### src/design/cpu_pkg.sv
package cpu_pkg;

    localparam int NUM_REGS = 32;

    typedef logic [4:0]  reg_idx_t;
    typedef logic [31:0] word_t;

    typedef enum logic [3:0] {
        ALU_ADD = 4'd0,
        ALU_SUB = 4'd1,
        ALU_AND = 4'd2,
        ALU_OR  = 4'd3,
        ALU_XOR = 4'd4,
        ALU_SLT = 4'd5,
        ALU_SLL = 4'd6,
        ALU_SRL = 4'd7,
        ALU_LUI = 4'd8
    } alu_op_t;

    // major opcodes
    localparam logic [5:0] OP_RTYPE = 6'h00;
    localparam logic [5:0] OP_ADDI  = 6'h08;
    localparam logic [5:0] OP_SLTI  = 6'h0a;
    localparam logic [5:0] OP_ANDI  = 6'h0c;
    localparam logic [5:0] OP_ORI   = 6'h0d;
    localparam logic [5:0] OP_XORI  = 6'h0e;
    localparam logic [5:0] OP_LUI   = 6'h0f;

    // funct codes under OP_RTYPE
    localparam logic [5:0] FN_SLL = 6'h00;
    localparam logic [5:0] FN_SRL = 6'h02;
    localparam logic [5:0] FN_ADD = 6'h20;
    localparam logic [5:0] FN_SUB = 6'h22;
    localparam logic [5:0] FN_AND = 6'h24;
    localparam logic [5:0] FN_OR  = 6'h25;
    localparam logic [5:0] FN_XOR = 6'h26;
    localparam logic [5:0] FN_SLT = 6'h2a;

    typedef struct packed {
        logic [5:0] opcode;
        reg_idx_t   rs;
        reg_idx_t   rt;
        reg_idx_t   rd;
        logic [4:0] shamt;
        logic [5:0] funct;
    } r_fields_t;

    typedef struct packed {
        logic [5:0]  opcode;
        reg_idx_t    rs;
        reg_idx_t    rt;
        logic [15:0] imm;
    } i_fields_t;

    // one instruction word, seen through either format
    typedef union packed {
        r_fields_t r;
        i_fields_t i;
    } instr_u;

    typedef struct packed {
        alu_op_t    op;
        reg_idx_t   rs;
        reg_idx_t   rt;
        reg_idx_t   rd;
        logic [4:0] shamt;
        word_t      imm;
        logic       use_imm;
        logic       wen;
    } uop_t;

    typedef struct packed {
        alu_op_t    op;
        word_t      operand_a;
        word_t      operand_b;
        logic [4:0] shamt;
        reg_idx_t   rd;
    } exec_req_t;

    typedef struct packed {
        reg_idx_t rd;
        word_t    value;
    } result_t;

    typedef struct packed {
        logic    en;
        result_t res;
    } retire_t;

endpackage

### src/design/uop_decoder.sv
`timescale 1ns/10ps

module uop_decoder (
    input  logic            clk,
    input  logic            rst_n,
    input  logic            in_valid,
    output logic            in_ready,
    input  cpu_pkg::instr_u inst,
    output logic            uop_valid,
    input  logic            uop_ready,
    output cpu_pkg::uop_t   uop
);

    cpu_pkg::uop_t dec;
    logic          accept;

    // new word allowed when the held uop leaves this cycle
    assign in_ready = !uop_valid || uop_ready;
    assign accept   = in_valid && in_ready;

    always_comb begin
        dec       = '0;
        dec.op    = cpu_pkg::ALU_ADD;
        dec.rs    = inst.r.rs;
        dec.shamt = inst.r.shamt;
        if (inst.r.opcode == cpu_pkg::OP_RTYPE) begin
            dec.rt  = inst.r.rt;
            dec.rd  = inst.r.rd;
            dec.wen = 1'b1;
            case (inst.r.funct)
                cpu_pkg::FN_ADD: dec.op = cpu_pkg::ALU_ADD;
                cpu_pkg::FN_SUB: dec.op = cpu_pkg::ALU_SUB;
                cpu_pkg::FN_AND: dec.op = cpu_pkg::ALU_AND;
                cpu_pkg::FN_OR:  dec.op = cpu_pkg::ALU_OR;
                cpu_pkg::FN_XOR: dec.op = cpu_pkg::ALU_XOR;
                cpu_pkg::FN_SLT: dec.op = cpu_pkg::ALU_SLT;
                // shifts only read rt
                cpu_pkg::FN_SLL: begin
                    dec.op = cpu_pkg::ALU_SLL;
                    dec.rs = '0;
                end
                cpu_pkg::FN_SRL: begin
                    dec.op = cpu_pkg::ALU_SRL;
                    dec.rs = '0;
                end
                default: dec.wen = 1'b0;
            endcase
        end else begin
            // i-type writes rt, no second source
            dec.rd      = inst.i.rt;
            dec.use_imm = 1'b1;
            dec.wen     = 1'b1;
            dec.imm     = {{16{inst.i.imm[15]}}, inst.i.imm};
            case (inst.i.opcode)
                cpu_pkg::OP_ADDI: dec.op = cpu_pkg::ALU_ADD;
                cpu_pkg::OP_SLTI: dec.op = cpu_pkg::ALU_SLT;
                cpu_pkg::OP_ANDI: begin
                    dec.op  = cpu_pkg::ALU_AND;
                    dec.imm = {16'h0, inst.i.imm};
                end
                cpu_pkg::OP_ORI: begin
                    dec.op  = cpu_pkg::ALU_OR;
                    dec.imm = {16'h0, inst.i.imm};
                end
                cpu_pkg::OP_XORI: begin
                    dec.op  = cpu_pkg::ALU_XOR;
                    dec.imm = {16'h0, inst.i.imm};
                end
                cpu_pkg::OP_LUI: begin
                    dec.op  = cpu_pkg::ALU_LUI;
                    dec.rs  = '0;
                    dec.imm = {16'h0, inst.i.imm};
                end
                default: dec.wen = 1'b0;
            endcase
        end
        // r0 is hardwired
        if (dec.rd == '0) begin
            dec.wen = 1'b0;
        end
    end

    always_ff @(posedge clk) begin
        if (!rst_n) begin
            uop_valid <= 1'b0;
        end else if (accept) begin
            uop_valid <= 1'b1;
        end else if (uop_ready) begin
            uop_valid <= 1'b0;
        end
    end

    always_ff @(posedge clk) begin
        if (accept) begin
            uop <= dec;
        end
    end

    a_uop_hold: assert property (@(posedge clk) disable iff (!rst_n)
        uop_valid && !uop_ready |=> uop_valid && $stable(uop))
        else $error("uop changed while stalled");

endmodule

### src/design/operand_issue.sv
`timescale 1ns/10ps

module operand_issue (
    input  logic               clk,
    input  logic               rst_n,
    input  logic               uop_valid,
    output logic               uop_ready,
    input  cpu_pkg::uop_t      uop,
    output logic               exec_valid,
    input  logic               exec_ready,
    output cpu_pkg::exec_req_t exec,
    input  cpu_pkg::retire_t   retire
);

    cpu_pkg::word_t               regs [cpu_pkg::NUM_REGS];
    logic [cpu_pkg::NUM_REGS-1:0] busy;
    cpu_pkg::word_t               rs_val;
    cpu_pkg::word_t               rt_val;
    cpu_pkg::exec_req_t           next_req;
    logic                         hazard;
    logic                         slot_free;
    logic                         issue_fire;

    assign rs_val = (uop.rs == '0) ? '0 : regs[uop.rs];
    assign rt_val = (uop.rt == '0) ? '0 : regs[uop.rt];

    // no bypass, so wait for both sources and the old rd write
    assign hazard    = busy[uop.rs] || busy[uop.rt] || busy[uop.rd];
    assign slot_free = !exec_valid || exec_ready;

    // a uop that writes nothing is simply consumed here
    assign uop_ready  = !uop.wen || (!hazard && slot_free);
    assign issue_fire = uop_valid && uop.wen && !hazard && slot_free;

    always_comb begin
        next_req.op        = uop.op;
        next_req.operand_a = rs_val;
        next_req.operand_b = uop.use_imm ? uop.imm : rt_val;
        next_req.shamt     = uop.shamt;
        next_req.rd        = uop.rd;
    end

    always_ff @(posedge clk) begin
        if (!rst_n) begin
            for (int i = 0; i < cpu_pkg::NUM_REGS; i++) begin
                regs[i] <= '0;
            end
        end else if (retire.en) begin
            regs[retire.res.rd] <= retire.res.value;
        end
    end

    // scoreboard, set on issue and cleared on queue push
    always_ff @(posedge clk) begin
        if (!rst_n) begin
            busy <= '0;
        end else begin
            if (retire.en) begin
                busy[retire.res.rd] <= 1'b0;
            end
            if (issue_fire) begin
                busy[uop.rd] <= 1'b1;
            end
        end
    end

    always_ff @(posedge clk) begin
        if (!rst_n) begin
            exec_valid <= 1'b0;
        end else if (issue_fire) begin
            exec_valid <= 1'b1;
        end else if (exec_ready) begin
            exec_valid <= 1'b0;
        end
    end

    always_ff @(posedge clk) begin
        if (issue_fire) begin
            exec <= next_req;
        end
    end

    // the rd still held in the issue register has its bit set
    a_set_clear_bit: assert property (@(posedge clk) disable iff (!rst_n)
        issue_fire && exec_valid |-> exec.rd != uop.rd)
        else $error("issue set a busy bit that was already set");

    a_clear_set_bit: assert property (@(posedge clk) disable iff (!rst_n)
        retire.en |-> busy[retire.res.rd])
        else $error("retire cleared a busy bit that was already clear");

endmodule

### src/design/alu_execute.sv
`timescale 1ns/10ps

module alu_execute (
    input  logic               clk,
    input  logic               rst_n,
    input  logic               exec_valid,
    output logic               exec_ready,
    input  cpu_pkg::exec_req_t exec,
    output logic               res_valid,
    input  logic               res_ready,
    output cpu_pkg::result_t   res
);

    cpu_pkg::word_t value;
    logic           accept;

    assign exec_ready = !res_valid || res_ready;
    assign accept     = exec_valid && exec_ready;

    always_comb begin
        case (exec.op)
            cpu_pkg::ALU_ADD: value = exec.operand_a + exec.operand_b;
            cpu_pkg::ALU_SUB: value = exec.operand_a - exec.operand_b;
            cpu_pkg::ALU_AND: value = exec.operand_a & exec.operand_b;
            cpu_pkg::ALU_OR:  value = exec.operand_a | exec.operand_b;
            cpu_pkg::ALU_XOR: value = exec.operand_a ^ exec.operand_b;
            // signed compare
            cpu_pkg::ALU_SLT: begin
                value = {31'h0, $signed(exec.operand_a) < $signed(exec.operand_b)};
            end
            cpu_pkg::ALU_SLL: value = exec.operand_b << exec.shamt;
            cpu_pkg::ALU_SRL: value = exec.operand_b >> exec.shamt;
            // imm arrives zero-extended
            cpu_pkg::ALU_LUI: value = {exec.operand_b[15:0], 16'h0};
            default:          value = '0;
        endcase
    end

    always_ff @(posedge clk) begin
        if (!rst_n) begin
            res_valid <= 1'b0;
        end else if (accept) begin
            res_valid <= 1'b1;
        end else if (res_ready) begin
            res_valid <= 1'b0;
        end
    end

    always_ff @(posedge clk) begin
        if (accept) begin
            res.rd    <= exec.rd;
            res.value <= value;
        end
    end

endmodule

### src/design/result_queue.sv
`timescale 1ns/10ps

module result_queue #(
    parameter int DEPTH = 4
) (
    input  logic             clk,
    input  logic             rst_n,
    input  logic             res_valid,
    output logic             res_ready,
    input  cpu_pkg::result_t res,
    output cpu_pkg::retire_t retire,
    output logic             result_valid,
    input  logic             result_ready,
    output cpu_pkg::result_t result
);

    localparam int PTR_W = (DEPTH > 1) ? $clog2(DEPTH) : 1;
    localparam int CNT_W = $clog2(DEPTH + 1);

    cpu_pkg::result_t mem [DEPTH];
    logic [PTR_W-1:0] wr_ptr;
    logic [PTR_W-1:0] rd_ptr;
    logic [CNT_W-1:0] count;
    logic             push;
    logic             pop;

    assign res_ready    = (count != CNT_W'(DEPTH));
    assign result_valid = (count != '0);
    assign result       = mem[rd_ptr];
    assign push         = res_valid && res_ready;
    assign pop          = result_valid && result_ready;

    // the write-back port, same cycle as the push
    assign retire.en  = push;
    assign retire.res = res;

    always_ff @(posedge clk) begin
        if (!rst_n) begin
            wr_ptr <= '0;
            rd_ptr <= '0;
            count  <= '0;
        end else begin
            if (push) begin
                wr_ptr <= (wr_ptr == PTR_W'(DEPTH - 1)) ? '0 : wr_ptr + 1'b1;
            end
            if (pop) begin
                rd_ptr <= (rd_ptr == PTR_W'(DEPTH - 1)) ? '0 : rd_ptr + 1'b1;
            end
            case ({push, pop})
                2'b10:   count <= count + 1'b1;
                2'b01:   count <= count - 1'b1;
                default: count <= count;
            endcase
        end
    end

    always_ff @(posedge clk) begin
        if (push) begin
            mem[wr_ptr] <= res;
        end
    end

    a_no_overflow: assert property (@(posedge clk) disable iff (!rst_n)
        push |-> count < CNT_W'(DEPTH) ##1 count <= CNT_W'(DEPTH))
        else $error("push into a full result queue");

endmodule

### src/design/backend_core.sv
`timescale 1ns/10ps

module backend_core #(
    parameter int RESULT_DEPTH = 4
) (
    input  logic             clk,
    input  logic             rst_n,
    input  logic             inst_valid,
    output logic             inst_ready,
    input  cpu_pkg::instr_u  inst,
    output logic             result_valid,
    input  logic             result_ready,
    output cpu_pkg::result_t result
);

    logic               uop_valid;
    logic               uop_ready;
    cpu_pkg::uop_t      uop;
    logic               exec_valid;
    logic               exec_ready;
    cpu_pkg::exec_req_t exec;
    logic               res_valid;
    logic               res_ready;
    cpu_pkg::result_t   res;
    cpu_pkg::retire_t   retire;

    uop_decoder u_decoder (
        .clk       (clk),
        .rst_n     (rst_n),
        .in_valid  (inst_valid),
        .in_ready  (inst_ready),
        .inst      (inst),
        .uop_valid (uop_valid),
        .uop_ready (uop_ready),
        .uop       (uop)
    );

    operand_issue u_issue (
        .clk        (clk),
        .rst_n      (rst_n),
        .uop_valid  (uop_valid),
        .uop_ready  (uop_ready),
        .uop        (uop),
        .exec_valid (exec_valid),
        .exec_ready (exec_ready),
        .exec       (exec),
        .retire     (retire)
    );

    alu_execute u_alu (
        .clk        (clk),
        .rst_n      (rst_n),
        .exec_valid (exec_valid),
        .exec_ready (exec_ready),
        .exec       (exec),
        .res_valid  (res_valid),
        .res_ready  (res_ready),
        .res        (res)
    );

    result_queue #(
        .DEPTH (RESULT_DEPTH)
    ) u_queue (
        .clk          (clk),
        .rst_n        (rst_n),
        .res_valid    (res_valid),
        .res_ready    (res_ready),
        .res          (res),
        .retire       (retire),
        .result_valid (result_valid),
        .result_ready (result_ready),
        .result       (result)
    );

endmodule

### config.mk
export PLATFORM = sky130hd
export DESIGN_NAME = backend_core
export DESIGN_NICKNAME = d
export VERILOG_FILES = /design/src/design/cpu_pkg.sv /design/src/design/uop_decoder.sv /design/src/design/operand_issue.sv /design/src/design/alu_execute.sv /design/src/design/result_queue.sv /design/src/design/backend_core.sv
export SDC_FILE = /design/constraint.sdc
export NUM_CORES = 2
export LEC_CHECK = 0
export BUFFER_PORTS_ARGS = -buffer_cell sky130_fd_sc_hd__buf_2
export CAP_MARGIN = 20
export CORE_MARGIN = 2
export CORE_UTILIZATION = 49
export DETAILED_ROUTE_END_ITERATION = 8
export PLACE_DENSITY = 0.73
export SLEW_MARGIN = 20
export SYNTH_ARGS = -nofsm -noshare
export SYNTH_HDL_FRONTEND = slang
export SYNTH_SLANG_ARGS = --single-unit
### constraint.sdc
create_clock -name clk -period 8.9 [get_ports clk]
set_input_delay 1.78 -clock clk [delete_from_list [all_inputs] [get_ports clk]]
set_output_delay 1.78 -clock clk [all_outputs]
set_load 0.01 [all_outputs]
Word level (Yosys, flattened, before mapping). Memories as Yosys holds them, arrays and structs flattened. A register that Yosys moved wholly into a read port is not among the register bits. Cells that the tools add are included.

Bitwise operators: 6. Multiplexer cells: 47. $add $sub $neg: 6. Magnitude comparators: 7. Equal/unequal tests: 26. Reduce and logical (&&, ||, !) cells: 37. Shift-type cells: 2.

Operators with widths (number): $pmux W32 S9 (1); $mux W32 (6); $and A32 B32 Y32 (2); $or A32 B32 Y32 (2); $eq A6 B4 Y1 const B (6); $eq A6 B6 Y1 const B (6); $add A32 B32 Y32 (1); $lt A32 B32 Y1 (1); $not A32 Y32 (1); $reduce_or A32 Y1 (1); $shl A32 B5 Y32 (1); $shr A32 B5 Y32 (1); $sub A32 B32 Y32 (1); $xor A32 B32 Y32 (1); $mux W5 (6); $lt A5 B6 Y1 const B (4); $mux W1 (21); $pmux W3 S7 (1); $pmux W4 S5 (1); $eq A4 B3 Y1 const B (4); $bmux W1 S5 (3); $logic_not A5 Y1 (3); $logic_not A6 Y1 (2); $demux W1 S5 (2); other kinds (24) (53).

Bits of input ports: 36. RAM bits: 1172. Output and inout port bits: 39. Register bits after elaboration: 168. Logic and storage cells: 155. Memories: 2.

Memory list: u_issue.regs (depth 32, bits a word 32, rd ports 2, clocked after Yosys merged registers in 2, write ports 32, RTL line operand_issue.sv:15) `cpu_pkg::word_t regs [cpu_pkg::NUM_REGS];`; u_queue.mem (depth 4, bits a word 37, rd ports 1, clocked after Yosys merged registers in 1, write ports 1, RTL line result_queue.sv:20) `cpu_pkg::result_t mem [DEPTH];`.

Logic depth before layout (Yosys ltp).
Depth in word-level cells: 10. Depth in mapped cells: 13. Gate-level depth less buffers: 13.

Cells and area by module. A second synthesis with hierarchy kept.

Cell total of the unflattened synthesis: 5766. Area total of the unflattened synthesis: 76464.6 µm².

By module, submodules not included: operand_issue (area an instance 59390.7 µm², cells each 4022, instances 1, sequential area each 33752.4 µm²); alu_execute (area an instance 8987.4 µm², cells each 1302, instances 1, sequential area each 1131.1 µm²); result_queue (area an instance 6123.4 µm², cells each 288, instances 1, sequential area each 4624.4 µm²); uop_decoder (area an instance 1963.1 µm², cells each 154, instances 1, sequential area each 1311.3 µm²).

Worst setup path after synthesis. No wires, ideal clock.

Path kind: flip-flop to flip-flop. Start: register, netlist name u_decoder.uop[49]. End: register, netlist name u_issue.exec[0]. Path slack: 3.035 ns. Library setup time: 0.518 ns. Cell stages (with the launch flop): 8. Data required time: 8.382 ns. Clock period less this slack: 5.865 ns. Path buffers: 2. Data arrival time: 5.347 ns. Cells stage by stage: edfxtp_1 -> clkbuf_1 -> buf_2 -> mux4_2 -> mux4_2 -> mux2i_1 -> nand3_1 -> nor2_1.

Cells in the longest elaborated chain, start to end: 7.

RTL lines: $bmux W1 S5 (RTL line operand_issue.sv:28) `assign hazard = busy[uop.rs] || busy[uop.rt] || busy[uop.rd];`; $mux W1 (not written as such) (RTL line operand_issue.sv:28); $logic_or A1 B1 Y1 (2 in series) (RTL line operand_issue.sv:28); $logic_not A1 Y1 (RTL line operand_issue.sv:33) `assign issue_fire = uop_valid && uop.wen && !hazard && slot_free;`; $logic_and A1 B1 Y1 (2 in series) (RTL line operand_issue.sv:33); via u_issue.issue_fire (RTL line operand_issue.sv:22) `logic issue_fire;`.

The timed path passes the listed nets, and every way through them passes these cells. The select of a mux whose other input is x is not followed. A chain may end at the register's enable or synchronous reset.

Worst setup path after layout.
Start: register, netlist name u_decoder.uop[49]. End: output port inst_ready.

Cells in the longest elaborated chain, start to end: 8.

RTL lines: $bmux W1 S5 (RTL line operand_issue.sv:28); $mux W1 (not written as such) (RTL line operand_issue.sv:28); $logic_or A1 B1 Y1 (2 in series) (RTL line operand_issue.sv:28); $logic_not A1 Y1 (RTL line operand_issue.sv:32) `assign uop_ready = !uop.wen || (!hazard && slot_free);`; $logic_and A1 B1 Y1 (RTL line operand_issue.sv:32); $logic_or A1 B1 Y1 (RTL line operand_issue.sv:32); $logic_or A1 B1 Y1 (RTL line uop_decoder.sv:18) `assign in_ready = !uop_valid || uop_ready;`; to (decl) (RTL line backend_core.sv:9) `output logic inst_ready,`.

No other way between the ends. The select of a mux whose other input is x is not followed.

==> metrics.txt <==
DRC viols 0; DP Wirelength 154,000 um; RSZ-0062 raised after global routing no; reg2reg path depth 7; reg2reg start u_decoder.uop[49]$_DFFE_PP_; Vias/cell 6.78; post-route antenna net violation count 0; Max VDD drop 0.000223 V; Slew Limit Fails 0; worst min path class flop to flop; Mean Syn Cell Area 14.5 sq um; setup bufs post-CTS 0; vias in the first global route 48,300; final setup violation count 0; post-cts sizing count 0; Post-Place Cells 6,995; Fmax 174 MHz; Final Cell Area 83,600 sq um; cell accounting for the most synthesized area edfxtp_1; global placer's final weighted congestion 1.01; arrival time at the worst endpoint 3.97 ns; number of synthesized register bits ~1,400; Clock Latency Late Sink 0.81 ns; crit path kind flop to output pin; DRT iter0 DRCs roughly 7,600; Worst-path clk slew 0.07 ns; post-synth net total about 5,400; Finished Layout Cells a little over 7,000; commonest non-fill, non-tap cell in the layout edfxtp_1; WL/cell around 34 um; placed instance area 78,700 sq um; Area Growth Syn to Fin 10.2%; Yosys top cell area share 52.7%; chip width 397 um; Total Routing Usage GR 31.5%; IO buf count 74; die area 158,000 sq um; Setup crit start u_decoder.uop[49]$_DFFE_PP_; end of the critical path inst_ready; Critical Path Fanout Max 45; CTS root buf clkbuf_16; layout cells sized above 1 24.5%; min Tclk post-route 5.75 ns; Post-synth EDFFs 1,330; CP Data Required Time 7.12 ns; R2R Setup Slk 4.07 ns; Initial Util 49.3%; sequential fraction of the synthesis area 54.0%; Async S/R FF share, synth 0%; Primary FF master, synth edfxtp_1; CTS tree yes; clk buf depth 3; Core Region approximately 150,000 sq um; Final Power between 15 and 20 mW; Leak 29.1 nW; Netlist cell types 71; grt ovf 0; # hold bufs at CTS 0; PD cells roughly 180 nW/um^2; number of CTS-inserted buffers 142; most frequent cells in the layout edfxtp_1, and2_1, mux4_2; largest net degree at the start of global routing 124; CP startpoint kind flop; antenna violations before repair 25; synth warn 0; final wirelength between 200,000 and 300,000 um; nets@finish 5,243; CTS H-tree lvls 4; Final Hold Fails 0; outcome completed; Tcrit/Tclk final 64.6%; Max-Cap Viols 0; Setup Skew 0.0426 ns; I/O pins 75; Slew HR 18.4%; first-pass detailed-route iteration total 7; actual slew at the worst max-slew pin 1.22 ns; Mapped Area 75,800 sq um; Fill cells ~12,000; FP Rows 144; CP Capture Type output pin; Die Span Y 397 um; Reg2Reg Capture Point u_issue.exec[61]$_SDFFCE_PN0P_; Synth Instances 5,229; total number of vias between 40,000 and 50,000; Setup TNS 0 ns; first-pass GRT wire length 352,000 um; clk sinks around 1,400; Synth area leaders edfxtp_1, mux4_2, and2_1
-- logic make-up (layout without fill, tap and decap cells) --
family | Yosys count | in the layout | share of synthesized area, %
fa+ha+maj | 105 | 105 | 1.76
compound gates | 591 | 591 | 4.93
buf+inv | 636 | 621 | 3.17
flops | 1379 | 1379 | 54.0
simple gates | 1614 | 1614 | 12.0
mux | 893 | 893 | 24.0
other cells | 0 | 6 | 0
xor+xnor | 11 | 11 | 0.127
-- critical path, stage by stage, from the launching register on --
cell	delay (ns)
edfxtp_1	0.33
buf_4	0.74
mux4_2	0.63
mux4_2	0.48
mux2i_1	0.15
nand3_1	0.19
nand3_1	0.35
buf_2	0.22
-- cells in the mapped netlist, types with 49 or more instances --
master / number
mux2i_1: 137
ha_1: 102
dfxtp_1: 49
o21ai_0: 182
buf_1: 85
clkbuf_1: 382
nor2_1: 251
a21oi_1: 119
nand2_1: 126
inv_1: 153
mux4_2: 739
and2_1: 1050
edfxtp_1: 1330
-- flip-flops by register name (all words and copies together), names as in the netlist, named ones only --
name and cells:
u_issue.busy 32, u_issue.regs 1024, u_queue.mem 148, u_queue.count 3, u_queue.wr_ptr 2, u_issue.exec_valid 1, u_decoder.uop_valid 1, u_queue.rd_ptr 2
u_alu.res 37, u_alu.res_valid 1, u_decoder.uop 43, u_issue.exec 78
-- where the power goes --
| group | internal, mW | switching [mW] | total, mW |
|---|---|---|---|
| clock | 3.45 | 2.68 | 6.13 |
| sequential | 7.30 | 0.153 | 7.45 |
| combinational | 0.634 | 0.957 | 1.59 |
| total | 11.4 | 3.79 | 15.2 |
-- final cells by class --
type / instances / area, sq um / share of cell area [%]
clock inverters: 80 / 966 / 1.16
well taps: 2044 / 2560 / 3.06
repair buffers: 211 / 1610 / 1.93
inverters: 154 / 578 / 0.692
clock buffers: 176 / 3720 / 4.46
flip-flops and latches: 1379 / 40900 / 49.0
diodes: 6 / 15.0 / 0.0180
multi-input cells: 3214 / 33200 / 39.7
-- metal layers --
metal	GRT usage [%]	part of all wire [%]
met1	41.3	35
met2	48.0	46
met3	8.45	13
met4	17.7	6.5
met5	0	0.025
-- how the worst min path moves through the flow --
| stage | start | end | depth (start not counted) |
|---|---|---|---|
| after global routing | u_decoder.uop[37]$_DFFE_PP_ | u_issue.exec[8]$_DFFE_PP_ | 0 |
| after CTS | u_decoder.uop[35]$_DFFE_PP_ | u_issue.exec[6]$_DFFE_PP_ | 0 |
| after floorplan | u_issue.exec[0]$_DFFE_PP_ | u_alu.res[32]$_DFFE_PP_ | 0 |
| final | u_decoder.uop[35]$_DFFE_PP_ | u_issue.exec[6]$_DFFE_PP_ | 0 |
| after detailed placement | u_decoder.uop[35]$_DFFE_PP_ | u_issue.exec[6]$_DFFE_PP_ | 0 |
| after global placement | u_issue.exec[3]$_DFFE_PP_ | u_alu.res[35]$_DFFE_PP_ | 0 |
-- stage by stage --
stage | setup slack [ns] | util (%) | hold WS (ns)
floorplan | 3.03 | - | 0.400
global placement | 3.78 | 51.1 | 0.400
detailed placement | 3.65 | 51.1 | 0.405
CTS | 3.09 | 54.2 | 0.410
global route | 2.98 | 54.3 | 0.417
finish | 3.15 | 54.3 | 0.405
(Power assumes the default switching activity.)
